**config.mk**
```make
export PLATFORM = sky130hd
export DESIGN_NAME = acq_top
export DESIGN_NICKNAME = d
export VERILOG_FILES = /design/src/common/acq_pkg.sv /design/src/common/acq_event_if.sv /design/src/common/seq_cfg_if.sv /design/src/hw/acq_reg_decode.sv /design/src/hw/acq_status.sv /design/src/hw/acq_top.sv /design/src/sequencer/sequence_acquisition.sv
export SDC_FILE = /design/constraint.sdc
export NUM_CORES = 1
export LEC_CHECK = 0
export BUFFER_PORTS_ARGS = -buffer_cell sky130_fd_sc_hd__buf_2
export CAP_MARGIN = 20
export CORE_UTILIZATION = 30
export DETAILED_ROUTE_END_ITERATION = 12
export GPL_TIMING_DRIVEN = 0
export PLACE_DENSITY_LB_ADDON = 0.12
export REMOVE_ABC_BUFFERS = 1
export SETUP_SLACK_MARGIN = 0.15
export SLEW_MARGIN = 25
export SYNTH_ARGS = -nofsm -noshare
export SYNTH_HDL_FRONTEND = slang
export SYNTH_SLANG_ARGS = --single-unit
export TNS_END_PERCENT = 20
```
**constraint.sdc**
```tcl
create_clock -name clk -period 2 [get_ports clk]
set_input_delay 0.2 -clock clk [delete_from_list [all_inputs] [get_ports clk]]
set_output_delay 0.2 -clock clk [all_outputs]
set_load 0.02 [all_outputs]
```
**src/common/acq_pkg.sv**
```systemverilog
/*
  shared definitions for the acquisition sequencer
  sequencer states, register addresses, sequence entry type,
  auto-zero mux codes and index constants
*/

package acq_pkg;

  ////////////////////////////////////////
  // sequencer states

  // one state per switch step, each step followed by its pause
  typedef enum logic [2:0] {
    IDLE,
    BOOT,
    BOOT_WAIT,
    AZMUX_SET,
    AZMUX_WAIT,
    PC_SET,
    PC_WAIT,
    MEASURE
  } acq_state_e;

  ////////////////////////////////////////
  // mcu register addresses, used as write opcodes

  // anything not listed here is ignored by the decoder
  typedef enum logic [3:0] {
    REG_PRECHARGE = 4'h0,
    REG_SEQ_N     = 4'h1,
    REG_SEQ0      = 4'h2,
    REG_SEQ1      = 4'h3,
    REG_SEQ2      = 4'h4,
    REG_SEQ3      = 4'h5
  } reg_addr_e;

  // one entry of the sequence, { pc switch value, azmux code }
  typedef struct packed {
    logic [1:0] pc_sw;
    logic [3:0] azmux;
  } seq_entry_t;

  // azmux codes, top bit is the mux enable
  localparam logic [3:0] AZMUX_S1 = 4'b1000;
  localparam logic [3:0] AZMUX_S3 = 4'b1010;
  localparam logic [3:0] AZMUX_S7 = 4'b1110;
  localparam logic [3:0] AZMUX_S8 = 4'b1111;

  // precharge switches parked on boot, protects the signal
  localparam logic [1:0] PC_BOOT = 2'b00;

  localparam int SEQ_MAX = 4;

  // all ones, so never confused with the first entry
  localparam logic [2:0] IDX_NONE = 3'b111;

endpackage

```
**src/common/acq_event_if.sv**
```systemverilog
/*
  per-sample events from the sequencer to the result block
  done pulse, current index, first flag and switch state
*/

interface acq_event_if;

  // one cycle pulse at the end of each measurement
  logic       sample_done;
  // entry currently being worked on
  logic [2:0] sample_idx;
  // set for the first sample after reset
  logic       first;
  // current switch outputs, for the monitor bus
  logic [3:0] azmux;
  logic [1:0] pc_sw;

  modport src (
    output sample_done, output sample_idx, output first,
    output azmux, output pc_sw
  );

  modport dst (
    input sample_done, input sample_idx, input first,
    input azmux, input pc_sw
  );

endinterface

```
**src/common/seq_cfg_if.sv**
```systemverilog
/*
  sequence configuration bundle
  precharge pause, sequence length and the sequence entries
*/

interface seq_cfg_if
  import acq_pkg::*;
#(
  parameter int CLK_COUNT_W = 24
);

  // pause length in clocks, shared by all three pauses
  logic [CLK_COUNT_W-1:0]       clk_count_precharge;
  // number of active entries, 1 to SEQ_MAX
  logic [2:0]                   seq_n;
  // entries indexed by sample_idx
  seq_entry_t [SEQ_MAX-1:0]     seq_entries;

  // register decode holds the values
  modport decode (output clk_count_precharge, output seq_n, output seq_entries);

  // sequencer samples them as levels
  modport seq (input clk_count_precharge, input seq_n, input seq_entries);

endinterface

```
**src/hw/acq_reg_decode.sv**
```systemverilog
/*
  mcu register write decode
  holds the precharge pause, sequence length and sequence entries
  sequence length is clamped into 1 to SEQ_MAX
*/

module acq_reg_decode
  import acq_pkg::*;
#(
  parameter int CLK_COUNT_W = 24
)
(
  input  logic        clk,
  input  logic        reset_n,

  // mcu write port
  input  logic        reg_wr_i,
  input  logic [3:0]  reg_addr_i,
  input  logic [23:0] reg_wdata_i,

  seq_cfg_if.decode   cfg
);

  reg_addr_e  addr;
  logic [2:0] seq_n_clamped;
  seq_entry_t wr_entry;

  // address doubles as the write opcode
  assign addr = reg_addr_e'(reg_addr_i);

  // entry fields sit in the low 6 bits of the write data
  assign wr_entry = seq_entry_t'(reg_wdata_i[5:0]);

  // never hand the sequencer an empty or oversize sequence
  // compare on the full write word so high garbage bits clamp too
  always_comb
  begin
    if (reg_wdata_i == 24'd0)
      seq_n_clamped = 3'd1;
    else if (reg_wdata_i > 24'(SEQ_MAX))
      seq_n_clamped = 3'(SEQ_MAX);
    else
      seq_n_clamped = reg_wdata_i[2:0];
  end

  ////////////////////////////////////////
  // held configuration

  always_ff @(posedge clk)
  begin
    if (!reset_n)
    begin
      // single entry of all zeros, no pause
      cfg.clk_count_precharge <= '0;
      cfg.seq_n               <= 3'd1;
      cfg.seq_entries         <= '0;
    end
    else if (reg_wr_i)
    begin
      case (addr)
        REG_PRECHARGE: cfg.clk_count_precharge <= CLK_COUNT_W'(reg_wdata_i);
        REG_SEQ_N:     cfg.seq_n               <= seq_n_clamped;
        REG_SEQ0:      cfg.seq_entries[0]      <= wr_entry;
        REG_SEQ1:      cfg.seq_entries[1]      <= wr_entry;
        REG_SEQ2:      cfg.seq_entries[2]      <= wr_entry;
        REG_SEQ3:      cfg.seq_entries[3]      <= wr_entry;
        // unknown addresses are dropped
        default:
        begin
        end
      endcase
    end
  end

  // sequence length stays legal across every write
  a_seq_n_range: assert property (
    @(posedge clk) disable iff (!reset_n)
    (cfg.seq_n >= 3'd1) && (cfg.seq_n <= 3'(SEQ_MAX))
  ) else $error("seq_n out of range: %0d", cfg.seq_n);

endmodule

```
**src/hw/acq_status.sv**
```systemverilog
/*
  result latch and indicators
  status byte with first flag, last index and sample count,
  one-hot leds and the monitor bus
*/

module acq_status
  import acq_pkg::*;
(
  input  logic        clk,
  input  logic        reset_n,

  acq_event_if.dst    ev,

  // raw adc lines, only mirrored on the monitor bus
  input  logic        adc_measure_valid_i,
  input  logic        adc_reset_n_i,

  output logic        first_last_o,
  output logic [2:0]  sample_idx_last_o,
  output logic [7:0]  status_o,
  output logic [3:0]  leds_o,
  output logic [7:0]  monitor_o
);

  logic [3:0] sample_count;
  // index and first flag one cycle back, still those of the finished sample
  logic [2:0] idx_d;
  logic       first_d;

  // sequencer steps index and first together with the done pulse
  always_ff @(posedge clk)
  begin
    if (!reset_n)
    begin
      idx_d   <= '0;
      first_d <= 1'b0;
    end
    else
    begin
      idx_d   <= ev.sample_idx;
      first_d <= ev.first;
    end
  end

  ////////////////////////////////////////
  // lagged results

  // latched on done, stable for the mcu during the next measurement
  always_ff @(posedge clk)
  begin
    if (!reset_n)
    begin
      first_last_o      <= 1'b0;
      sample_idx_last_o <= IDX_NONE;
      sample_count      <= '0;
    end
    else if (ev.sample_done)
    begin
      first_last_o      <= first_d;
      sample_idx_last_o <= idx_d;
      // wraps at 16, the mcu only needs to see it move
      sample_count      <= sample_count + 4'd1;
    end
  end

  // { first, last index, count }
  assign status_o = {first_last_o, sample_idx_last_o, sample_count};

  // one lit led per entry in progress
  assign leds_o = 4'(4'b0001 << ev.sample_idx);

  ////////////////////////////////////////
  // monitor bus for the scope

  assign monitor_o[0]   = (ev.azmux == AZMUX_S3);
  assign monitor_o[1]   = (ev.azmux == AZMUX_S7);
  assign monitor_o[2]   = (ev.azmux == AZMUX_S1);
  assign monitor_o[3]   = (ev.azmux == AZMUX_S8);
  assign monitor_o[5:4] = ev.pc_sw;
  assign monitor_o[6]   = adc_reset_n_i;
  assign monitor_o[7]   = adc_measure_valid_i;

  // sequencer has to pass through the switch steps between samples
  a_done_spacing: assert property (
    @(posedge clk) disable iff (!reset_n)
    ev.sample_done |=> !ev.sample_done
  ) else $error("sample_done on consecutive cycles");

endmodule

```
**src/hw/acq_top.sv**
```systemverilog
/*
  acquisition front end top level
  register decode, sequencer and status block
*/

module acq_top #(
  parameter int CLK_COUNT_W = 24
)
(
  input  logic        clk,
  input  logic        reset_n,

  // mcu register writes
  input  logic        reg_wr_i,
  input  logic [3:0]  reg_addr_i,
  input  logic [23:0] reg_wdata_i,

  // adc
  input  logic        adc_measure_valid_i,
  output logic        adc_reset_n_o,

  // switches
  output logic [1:0]  pc_sw_o,
  output logic [3:0]  azmux_o,

  // results and indicators
  output logic        first_last_o,
  output logic [2:0]  sample_idx_last_o,
  output logic [7:0]  status_o,
  output logic [3:0]  leds_o,
  output logic [7:0]  monitor_o
);

  seq_cfg_if #(.CLK_COUNT_W(CLK_COUNT_W)) cfg_if ();
  acq_event_if                            ev_if ();

  acq_reg_decode #(.CLK_COUNT_W(CLK_COUNT_W)) u_reg_decode (
    .clk          (clk),
    .reset_n      (reset_n),
    .reg_wr_i     (reg_wr_i),
    .reg_addr_i   (reg_addr_i),
    .reg_wdata_i  (reg_wdata_i),
    .cfg          (cfg_if.decode)
  );

  sequence_acquisition #(.CLK_COUNT_W(CLK_COUNT_W)) u_sequencer (
    .clk                  (clk),
    .reset_n              (reset_n),
    .cfg                  (cfg_if.seq),
    .adc_measure_valid_i  (adc_measure_valid_i),
    .adc_reset_n_o        (adc_reset_n_o),
    .pc_sw_o              (pc_sw_o),
    .azmux_o              (azmux_o),
    .ev                   (ev_if.src)
  );

  // status also watches the raw adc lines
  acq_status u_status (
    .clk                  (clk),
    .reset_n              (reset_n),
    .ev                   (ev_if.dst),
    .adc_measure_valid_i  (adc_measure_valid_i),
    .adc_reset_n_i        (adc_reset_n_o),
    .first_last_o         (first_last_o),
    .sample_idx_last_o    (sample_idx_last_o),
    .status_o             (status_o),
    .leds_o               (leds_o),
    .monitor_o            (monitor_o)
  );

endmodule

```
**src/sequencer/sequence_acquisition.sv**
```systemverilog
/*
  acquisition sequencer FSM
  parks precharge on boot, sets azmux, sets precharge switches,
  pausing after each step, then releases the adc and waits for
  measure valid before stepping to the next sequence entry
*/

module sequence_acquisition
  import acq_pkg::*;
#(
  parameter int CLK_COUNT_W = 24
)
(
  input  logic        clk,
  input  logic        reset_n,

  seq_cfg_if.seq      cfg,

  // adc control
  input  logic        adc_measure_valid_i,
  output logic        adc_reset_n_o,

  // switch drive
  output logic [1:0]  pc_sw_o,
  output logic [3:0]  azmux_o,

  acq_event_if.src    ev
);

  acq_state_e             state;

  // free running, reloaded at each switch step
  logic [CLK_COUNT_W-1:0] count_down;

  logic [2:0]             sample_idx;
  logic                   first;
  logic                   sample_done;

  // entry selected by the current index
  seq_entry_t             cur_entry;

  // index is always below SEQ_MAX so the low 2 bits select
  assign cur_entry = cfg.seq_entries[sample_idx[1:0]];

  // per-sample state to the result block
  assign ev.sample_done = sample_done;
  assign ev.sample_idx  = sample_idx;
  assign ev.first       = first;
  assign ev.azmux       = azmux_o;
  assign ev.pc_sw       = pc_sw_o;

  always_ff @(posedge clk)
  begin
    if (!reset_n)
    begin
      state         <= IDLE;
      count_down    <= '0;
      sample_idx    <= '0;
      first         <= 1'b0;
      sample_done   <= 1'b0;
      adc_reset_n_o <= 1'b0;
      pc_sw_o       <= PC_BOOT;
      azmux_o       <= '0;
    end
    else
    begin
      // pause counter always runs down
      count_down  <= count_down - 1'b1;
      // done is a single cycle pulse
      sample_done <= 1'b0;

      case (state)

        ////////////////////////////////////////
        // start of run

        IDLE:
        begin
          state         <= BOOT;
          // adc held in reset until the first measurement
          adc_reset_n_o <= 1'b0;
          sample_idx    <= '0;
          first         <= 1'b1;
          pc_sw_o       <= PC_BOOT;
          // give the mux a defined input, the first entry
          azmux_o       <= cfg.seq_entries[0].azmux;
        end

        // park precharge on boot before touching the mux
        BOOT:
        begin
          state      <= BOOT_WAIT;
          count_down <= cfg.clk_count_precharge;
          pc_sw_o    <= PC_BOOT;
        end

        BOOT_WAIT:
        begin
          if (count_down == '0)
            state <= AZMUX_SET;
        end

        ////////////////////////////////////////
        // switch the auto-zero mux

        // charge injection of the mux lands on the boot node
        AZMUX_SET:
        begin
          state      <= AZMUX_WAIT;
          count_down <= cfg.clk_count_precharge;
          azmux_o    <= cur_entry.azmux;
        end

        AZMUX_WAIT:
        begin
          if (count_down == '0)
            state <= PC_SET;
        end

        ////////////////////////////////////////
        // move precharge onto the signal

        // a zero entry leaves the switches on boot
        // the pause still runs so timing stays the same
        PC_SET:
        begin
          state      <= PC_WAIT;
          count_down <= cfg.clk_count_precharge;
          pc_sw_o    <= cur_entry.pc_sw;
        end

        PC_WAIT:
        begin
          if (count_down == '0)
          begin
            state         <= MEASURE;
            // adc start
            adc_reset_n_o <= 1'b1;
          end
        end

        // wait for the adc, no timeout here
        MEASURE:
        begin
          if (adc_measure_valid_i)
          begin
            state         <= BOOT;
            sample_done   <= 1'b1;
            first         <= 1'b0;
            adc_reset_n_o <= 1'b0;
            // >= so a shortened sequence wraps at once
            if (sample_idx >= cfg.seq_n - 3'd1)
              sample_idx <= '0;
            else
              sample_idx <= sample_idx + 3'd1;
          end
        end

        default:
        begin
          state <= IDLE;
        end

      endcase
    end
  end

  // adc only runs during the measure phase
  a_adc_in_measure: assert property (
    @(posedge clk) disable iff (!reset_n)
    adc_reset_n_o |-> (state == MEASURE)
  ) else $error("adc released outside MEASURE, state %0d", state);

  a_idx_range: assert property (
    @(posedge clk) disable iff (!reset_n)
    sample_idx < 3'(SEQ_MAX)
  ) else $error("sample_idx out of range: %0d", sample_idx);

endmodule

```
==> results of run 1 <==
through the flow:
step / instance area [um^2] / cells / power [W] / setup TNS [ns]
6_report: 5520 / 755 / 0.00561 / -0.0643
5_1_grt: 5520 / 755 / 0.00591 / -0.169
4_1_cts: 5490 / 753 / 0.00562 / -0.0803
3_5_place_dp: 4960 / 730 / 0.00325 / -4.32
3_3_place_gp: 4910 / 727 / 0.00321 / -46.87
2_1_floorplan: 4370 / 481 / 0.00295 / -6.40
timing repair:
action / in CTS / in global routing
hold buffers: 0 / 0
pin swaps: 12 / 15
endpoints found under the hold margin: 0 / 0
gates cloned: 1 / 0
setup endpoints to repair: 29 / 25
buffers inserted: 6 / 2
gates resized for setup: 25 / 8
cell usage after synthesis, drive strengths merged, types with 4 or more instances:
master | n | area share [%]
nand4 | 5 | 0.69
inv | 11 | 0.91
dfxtp | 102 | 45
xor2 | 7 | 1.3
or4 | 11 | 2.0
nor4 | 9 | 1.4
nor3 | 4 | 0.44
or3 | 6 | 0.85
a31oi | 10 | 1.4
xnor2 | 7 | 1.3
ha | 12 | 3.3
o22ai | 6 | 0.82
o21ai | 32 | 3.5
o221ai | 4 | 0.77
clkbuf | 30 | 2.5
a21oi | 39 | 4.3
buf | 11 | 1.6
o31ai | 7 | 1.2
nand2b | 4 | 0.55
a211oi | 5 | 0.82
nor2b | 5 | 0.69
nor2 | 46 | 3.8
nand2 | 73 | 6.0
nand3 | 7 | 0.77
mux2i | 28 | 6.2
cell families after synthesis:
kind of cell,synth area share (%)
and+or+nand+nor,20.9
muxes,7.14
DFF,44.8
adders and majority gates,3.30
buffers and inverters,4.95
xor gates and xnor gates,2.69
AOI/OAI and AO/OA,16.2
per-layer routing:
layer  share of wire [%]  wire length (um)
met5                   0                 0
met3                 2.9               324
met1                  52              5900
met2                  43              4890
met4                 1.3               147
flip-flops by register name, summed over array words and instances (netlist names), 4 cells and up:
register	cells
u_reg_decode.cfg.clk_count_precharge	24
u_reg_decode.cfg.seq_entries	24
u_sequencer.azmux_o	4
u_sequencer.count_down	24
u_status.sample_count	4
power by group through the flow:
stage / Clock, W / Sequential, W / Combinational [W]
4_1_cts: 0.00218 / 0.00234 / 0.00110
2_1_floorplan: 0 / 0.00233 / 0.000624
6_report: 0.00213 / 0.00235 / 0.00114
3_3_place_gp: 0 / 0.00236 / 0.000855
5_1_grt: 0.00227 / 0.00238 / 0.00126
3_5_place_dp: 0 / 0.00236 / 0.000891
how the worst max path moves through the flow:
stage / cells past startpoint / slack [ns] / end
2_1_floorplan: 4 / -0.27 / u_reg_decode.cfg.clk_count_precharge[0]$_SDFFE_PN0P_
6_report: 4 / -0.06 / u_sequencer.count_down[23]$_SDFF_PN0_
3_5_place_dp: 6 / -0.60 / u_sequencer.count_down[16]$_SDFF_PN0_
5_1_grt: 4 / -0.11 / u_sequencer.count_down[23]$_SDFF_PN0_
4_1_cts: 4 / -0.08 / u_sequencer.count_down[23]$_SDFF_PN0_
3_3_place_gp: 5 / -1.42 / u_reg_decode.cfg.clk_count_precharge[21]$_SDFFE_PN0P_
worst max-delay path, stage by stage (launching register included):
cell and delay [ns]:
dfxtp_2 0.33, or4_4 0.54, or4_4 0.46, or4_4 0.52
a31oi_1 0.14
area by class of cell:
| class | instances | share of cell area [%] |
|---|---|---|
| multi-input combinational | 369 | 43.7 |
| sequential | 102 | 37.2 |
| timing repair buffer | 73 | 7.48 |
| tap | 184 | 4.17 |
| clock buffer | 10 | 4.15 |
| clock inverter | 6 | 2.42 |
| inverter | 11 | 0.861 |
==> results.py, run 1 <==
metrics = {
    "sta": {
        "hold_violations": 0,
        "grt_setup_unrepaired": "yes",
        "min_period_ns": 2.06,
        "setup_slack_ns": -0.0643,
        "slew_viol_final": 0,
        "setup_viol": 1,
        "fin_worst_skew_ns": 0.00569,
        "holdWs_ns": 0.0994,
        "fin_crit_sh_pct": 103,
        "relSlewSlack_pct": 39.0,
        "timing.fmax_mhz": 484,
        "tightest_slew_ns": 0.916,
    },
    "power_and_ir_drop": {
        "power.switching_w": 0.00157,
        "switching_share_pct": 27.9,
        "p_comb_share_pct": 20.3,
        "vdd_drop_max_mv": 0.447,
        "seq_power_share_pct": 41.9,
        "cellLeakagePower_nw": 2.11,
        "pwr_density_cell_nw_per_um2": 1020,
        "intPower_w": 0.00405,
        "clock_power_share_pct": 37.9,
    },
    "worst_setup_path": {
        "r2r-end": "u_sequencer.count_down[23]$_SDFF_PN0_",
        "path_max_fanout": 4,
        "end_kind": "flop",
        "required_ns": 2.28,
        "worstPathArrival_ns": 2.34,
        "rr_startpoint": "u_sequencer.count_down[18]$_SDFF_PN0_",
        "crit_type": "flop to flop",
        "worst_setup_path_start_kind": "flop",
        "rr_worst_depth": 4,
        "startpoint": "u_sequencer.count_down[18]$_SDFF_PN0_",
        "worst-r2r-setup-slack_ns": -0.06,
    },
    "min_path": {
        "hold_path_class": "input pin to flop",
        "holdPathStages": 3,
        "hold_start": "reg_wdata_i[13]",
        "hold_end": "u_reg_decode.cfg.clk_count_precharge[13]$_SDFFE_PN0P_",
    },
    "placed_design": {
        "io_buffers": 62,
        "place_ws_ns": -0.603,
        "gp_congestion": 0.757,
        "dp_hpwl_um": 7540,
    },
    "run_status": {
        "status": "complete, but fails checks",
        "violations": "negative setup slack",
    },
    "cts": {
        "h-tree-depth": 3,
        "clkLatencyLatePin_ns": 0.35,
        "cts.clk_slew.worst_paths_ns": 0.07,
        "cts_buffer_depth": 2,
        "cts_root_buf": "clkbuf_16",
        "tritoncts": "done",
        "numClockSinks": 102,
        "cts_buffers": 9,
    },
    "die": {
        "dieArea_um2": 15700,
        "io-pin-count": 63,
        "start_util_pct": 31.1,
        "die_h_um": 125,
        "fp-row-count": 44,
        "dieWidth_um": 125,
        "core_area_um2": 14600,
    },
    "global_route": {
        "grt_pass1_vias": 3602,
        "busiest_layer": "met2",
        "use_met3_pct": 2.31,
        "grt_max_degree": 69,
        "gr-total-overflow": 0,
        "gr-usage-met2_pct": 21.8,
        "antenna_found_initial": 0,
        "grtUsageMet1_pct": 21.7,
        "groute.usage.overall_pct": 14.9,
        "grt_pass1_wl_um": 18500,
    },
    "cells_and_area": {
        "nets": 610,
        "final_common_cell": "dfxtp_1",
        "area_delta_synth_final_pct": 21.3,
        "mostFrequentLayoutCells": "dfxtp_1 (95), nand2_1 (73), buf_2 (62), nor2_1 (45), a21oi_1 (39)",
        "multi_input_area_um2": 2410,
        "diodes": 0,
        "fin_util_pct": 37.7,
        "seq_area_um2": 2060,
        "drive_gt1_share_pct": 22.1,
        "final.fill_count": 1526,
    },
    "logic_synthesis": {
        "ys_seq_elements": 102,
        "yosys_warnings": 0,
        "synth_cell_type_count": 59,
        "synth.avg_cell_area_um2": 8.72,
        "synthArstFlopShare_pct": 0,
        "synth_ff_type": "dfxtp_1",
        "synth_edf_count": 0,
        "ys_seq_area_share_pct": 44.8,
        "syn_inst": 522,
        "syn_area_um2": 4550,
    },
    "drt": {
        "via_per_inst": 5.12,
        "drt-pass1-iter-count": 7,
        "drc": 0,
        "wirelength_um": 11300,
        "ant_nets": 0,
        "first_iter_violations": 321,
        "wire_per_inst_um": 14.9,
        "vias": 3866,
    },
    "flow_run": {
        "drv_cap": 0,
    },
}
(Power assumes the default switching activity.)
==> inputs of run 2 (changes only) <==
Settings changed: CORE_ASPECT_RATIO from default to 2.
==> run 2 against run 1 <==
Compared with the run above: the flow still finishes with violations (negative setup slack); sequential power hardly changed; register-to-register slack worse by 0.03 ns; die area is 0.19% higher; worst setup slack worse by 0.025 ns; combinational power is 4% lower; worst hold slack better by 0.00073 ns; fmax is 1.2% lower; critical path depth stayed put; power is 4.9% lower; global-route usage is 1.1 points higher; critical endpoint unchanged; largest power group unchanged; highest routed layer unchanged.
==> results.py, run 2 (synthesized netlist as in run 1, its figures left out) <==
metrics = {
    "cts": {
        "h-tree-depth": 3,
        "cts_buffer_depth": 2,
        "numClockSinks": 102,
        "cts_buffers": 9,
        "tritoncts": "done",
        "cts.clk_slew.worst_paths_ns": 0.07,
        "cts_root_buf": "clkbuf_16",
        "clkLatencyLatePin_ns": 0.34,
    },
    "power_and_ir_drop": {
        "pwr_density_cell_nw_per_um2": 970,
        "cellLeakagePower_nw": 2.10,
        "vdd_drop_max_mv": 0.368,
    },
    "sta": {
        "setup_viol": 2,
        "relSlewSlack_pct": 52.2,
        "setup_slack_ns": -0.0895,
        "timing.fmax_mhz": 479,
        "fin_crit_sh_pct": 104,
        "fin_worst_skew_ns": 0.00728,
        "tightest_slew_ns": 0.714,
        "min_period_ns": 2.09,
        "slew_viol_final": 0,
        "tns_ns": -0.128,
        "grt_setup_unrepaired": "yes",
        "hold_violations": 0,
    },
    "global_route": {
        "grt_max_degree": 69,
        "antenna_found_initial": 0,
        "groute.usage.overall_pct": 16.0,
        "grt_pass1_wl_um": 19000,
        "gr-total-overflow": 0,
        "grt_pass1_vias": 3832,
    },
    "worst_setup_path": {
        "worstPathArrival_ns": 2.35,
        "crit_family": "simple AND/OR/NAND/NOR gates",
        "required_ns": 2.26,
        "rr_startpoint": "u_sequencer.count_down[19]$_SDFF_PN0_",
        "path_common_cell": "or4_4",
        "path_buf_inv": 0,
        "rr_worst_depth": 4,
        "r2r-end": "u_sequencer.count_down[23]$_SDFF_PN0_",
        "worst-r2r-setup-slack_ns": -0.09,
        "crit_path_top_delay_cell": "or4_4",
        "worst_setup_path_start_kind": "flop",
        "end_kind": "flop",
        "critPathMaxStageDelay_ns": 0.54,
        "worstSetupPathDepth": 4,
        "path_max_fanout": 3,
        "crit_type": "flop to flop",
        "worstPathCellList": "or4_4 > or4_4 > or4_4 > a31oi_1",
    },
    "placed_design": {
        "placed_area_um2": 4970,
        "io_buffers": 62,
        "dp_hpwl_um": 8560,
        "gp_congestion": 0.768,
        "dp.cells": 741,
    },
    "cells_and_area": {
        "diodes": 0,
        "nets": 613,
        "top_regs": "u_reg_decode.cfg.clk_count_precharge x24, u_reg_decode.cfg.seq_entries x24, u_sequencer.count_down x24",
        "area_delta_synth_final_pct": 20.9,
        "fin_util_pct": 37.1,
        "finalNonFillerCells": 769,
        "drive_gt1_share_pct": 21.6,
        "mostFrequentLayoutCells": "dfxtp_1 (98), nand2_1 (73), buf_2 (62), nor2_1 (46), a21oi_1 (39)",
        "final_common_cell": "dfxtp_1",
        "finalInstanceArea_um2": 5510,
    },
    "die": {
        "fp-row-count": 63,
        "io-pin-count": 63,
        "die_h_um": 176,
        "core_area_um2": 14800,
        "start_util_pct": 30.7,
        "dieArea_um2": 15700,
        "dieWidth_um": 89.1,
    },
    "drt": {
        "wirelength_um": 12100,
        "first_iter_violations": 132,
        "via_per_inst": 5.08,
        "drt-pass1-iter-count": 6,
        "drc": 0,
        "wire_per_inst_um": 15.8,
        "vias": 3908,
        "ant_nets": 0,
    },
    "run_status": {
        "violations": "negative setup slack",
        "status": "complete, but fails checks",
    },
    "min_path": {
        "hold_end": "u_reg_decode.cfg.clk_count_precharge[8]$_SDFFE_PN0P_",
        "hold_start": "reg_wdata_i[8]",
        "hold_path_class": "input pin to flop",
        "holdPathStages": 3,
    },
    "flow_run": {
        "drv_cap": 0,
    },
}
-- run 2: cell count changes in the layout (fill, tap and decap cells not counted), moves of 2 or more --
| cell | previous run | this run |
|---|---|---|
| bufinv_16 | 4 | 2 |
| nand2b_4 | 2 | 0 |
| nand3_2 | 0 | 2 |
| dfxtp_2 | 5 | 3 |
| dfxtp_1 | 95 | 98 |
| buf_6 | 0 | 3 |
| nand3_4 | 2 | 0 |
-- run 2: area by class of cell --
cell class / instances / area, um^2
fillers: 1635 / 9310
multi-input cells: 369 / 2390
flip-flops and latches: 102 / 2050
clock buffers: 11 / 243
repair buffers: 76 / 447
clock inverters: 5 / 81.3
well taps: 195 / 244
inverters: 11 / 47.5
-- run 2: routing by layer --
metal / share of wire [%] / track usage (%) / up-vias
li1: - / - / 1949
met1: 39 / 16.5 / 1881
met4: 2.7 / 6.94 / 0
met2: 57 / 30.9 / 63
met3: 2.2 / 2.10 / 15
met5: 0 / 0 / -
-- run 2: how the worst max path moves through the flow --
stage | start | to | slack [ns]
floorplan | reg_addr_i[3] | u_reg_decode.cfg.clk_count_precharge[0]$_SDFFE_PN0P_ | -0.27
global placement | reg_addr_i[3] | u_reg_decode.cfg.clk_count_precharge[6]$_SDFFE_PN0P_ | -1.64
detailed placement | u_sequencer.count_down[0]$_SDFF_PN0_ | u_sequencer.count_down[16]$_SDFF_PN0_ | -0.62
CTS | u_sequencer.count_down[19]$_SDFF_PN0_ | u_sequencer.count_down[23]$_SDFF_PN0_ | -0.10
global route | u_sequencer.count_down[19]$_SDFF_PN0_ | u_sequencer.count_down[23]$_SDFF_PN0_ | -0.15
finish | u_sequencer.count_down[19]$_SDFF_PN0_ | u_sequencer.count_down[23]$_SDFF_PN0_ | -0.09
-- run 2: power breakdown --
part	switching (W)	internal [W]	total (W)
clock network	0.000773	0.00113	0.00191
logic	0.000596	0.000493	0.00109
registers	0.000174	0.00217	0.00234
-- run 2: repair_timing --
action                                  CTS  global route
endpoints found under the setup margin   26            26
pin swaps                                 9             7
hold buffers                              0             0
gates cloned                              1             0
setup buffers                             6             4
endpoints found under the hold margin     0             0
gates resized for setup                  19             7
-- run 2: tightest hold or removal path: cells and delay by family --
family                 cells  cell delay (ns)
buffers and inverters      1             0.10
AND/OR/NAND/NOR            1             0.05
AO/OA/AOI/OAI              1             0.05
-- run 2: stage by stage --
step	hold WS [ns]	setup WS, ns	power (W)
2_1_floorplan	0.262	-0.265	0.00295
3_3_place_gp	0.429	-1.64	0.00322
3_5_place_dp	0.435	-0.621	0.00326
4_1_cts	0.0947	-0.101	0.00540
5_1_grt	0.0943	-0.147	0.00561
6_report	0.100	-0.0895	0.00534
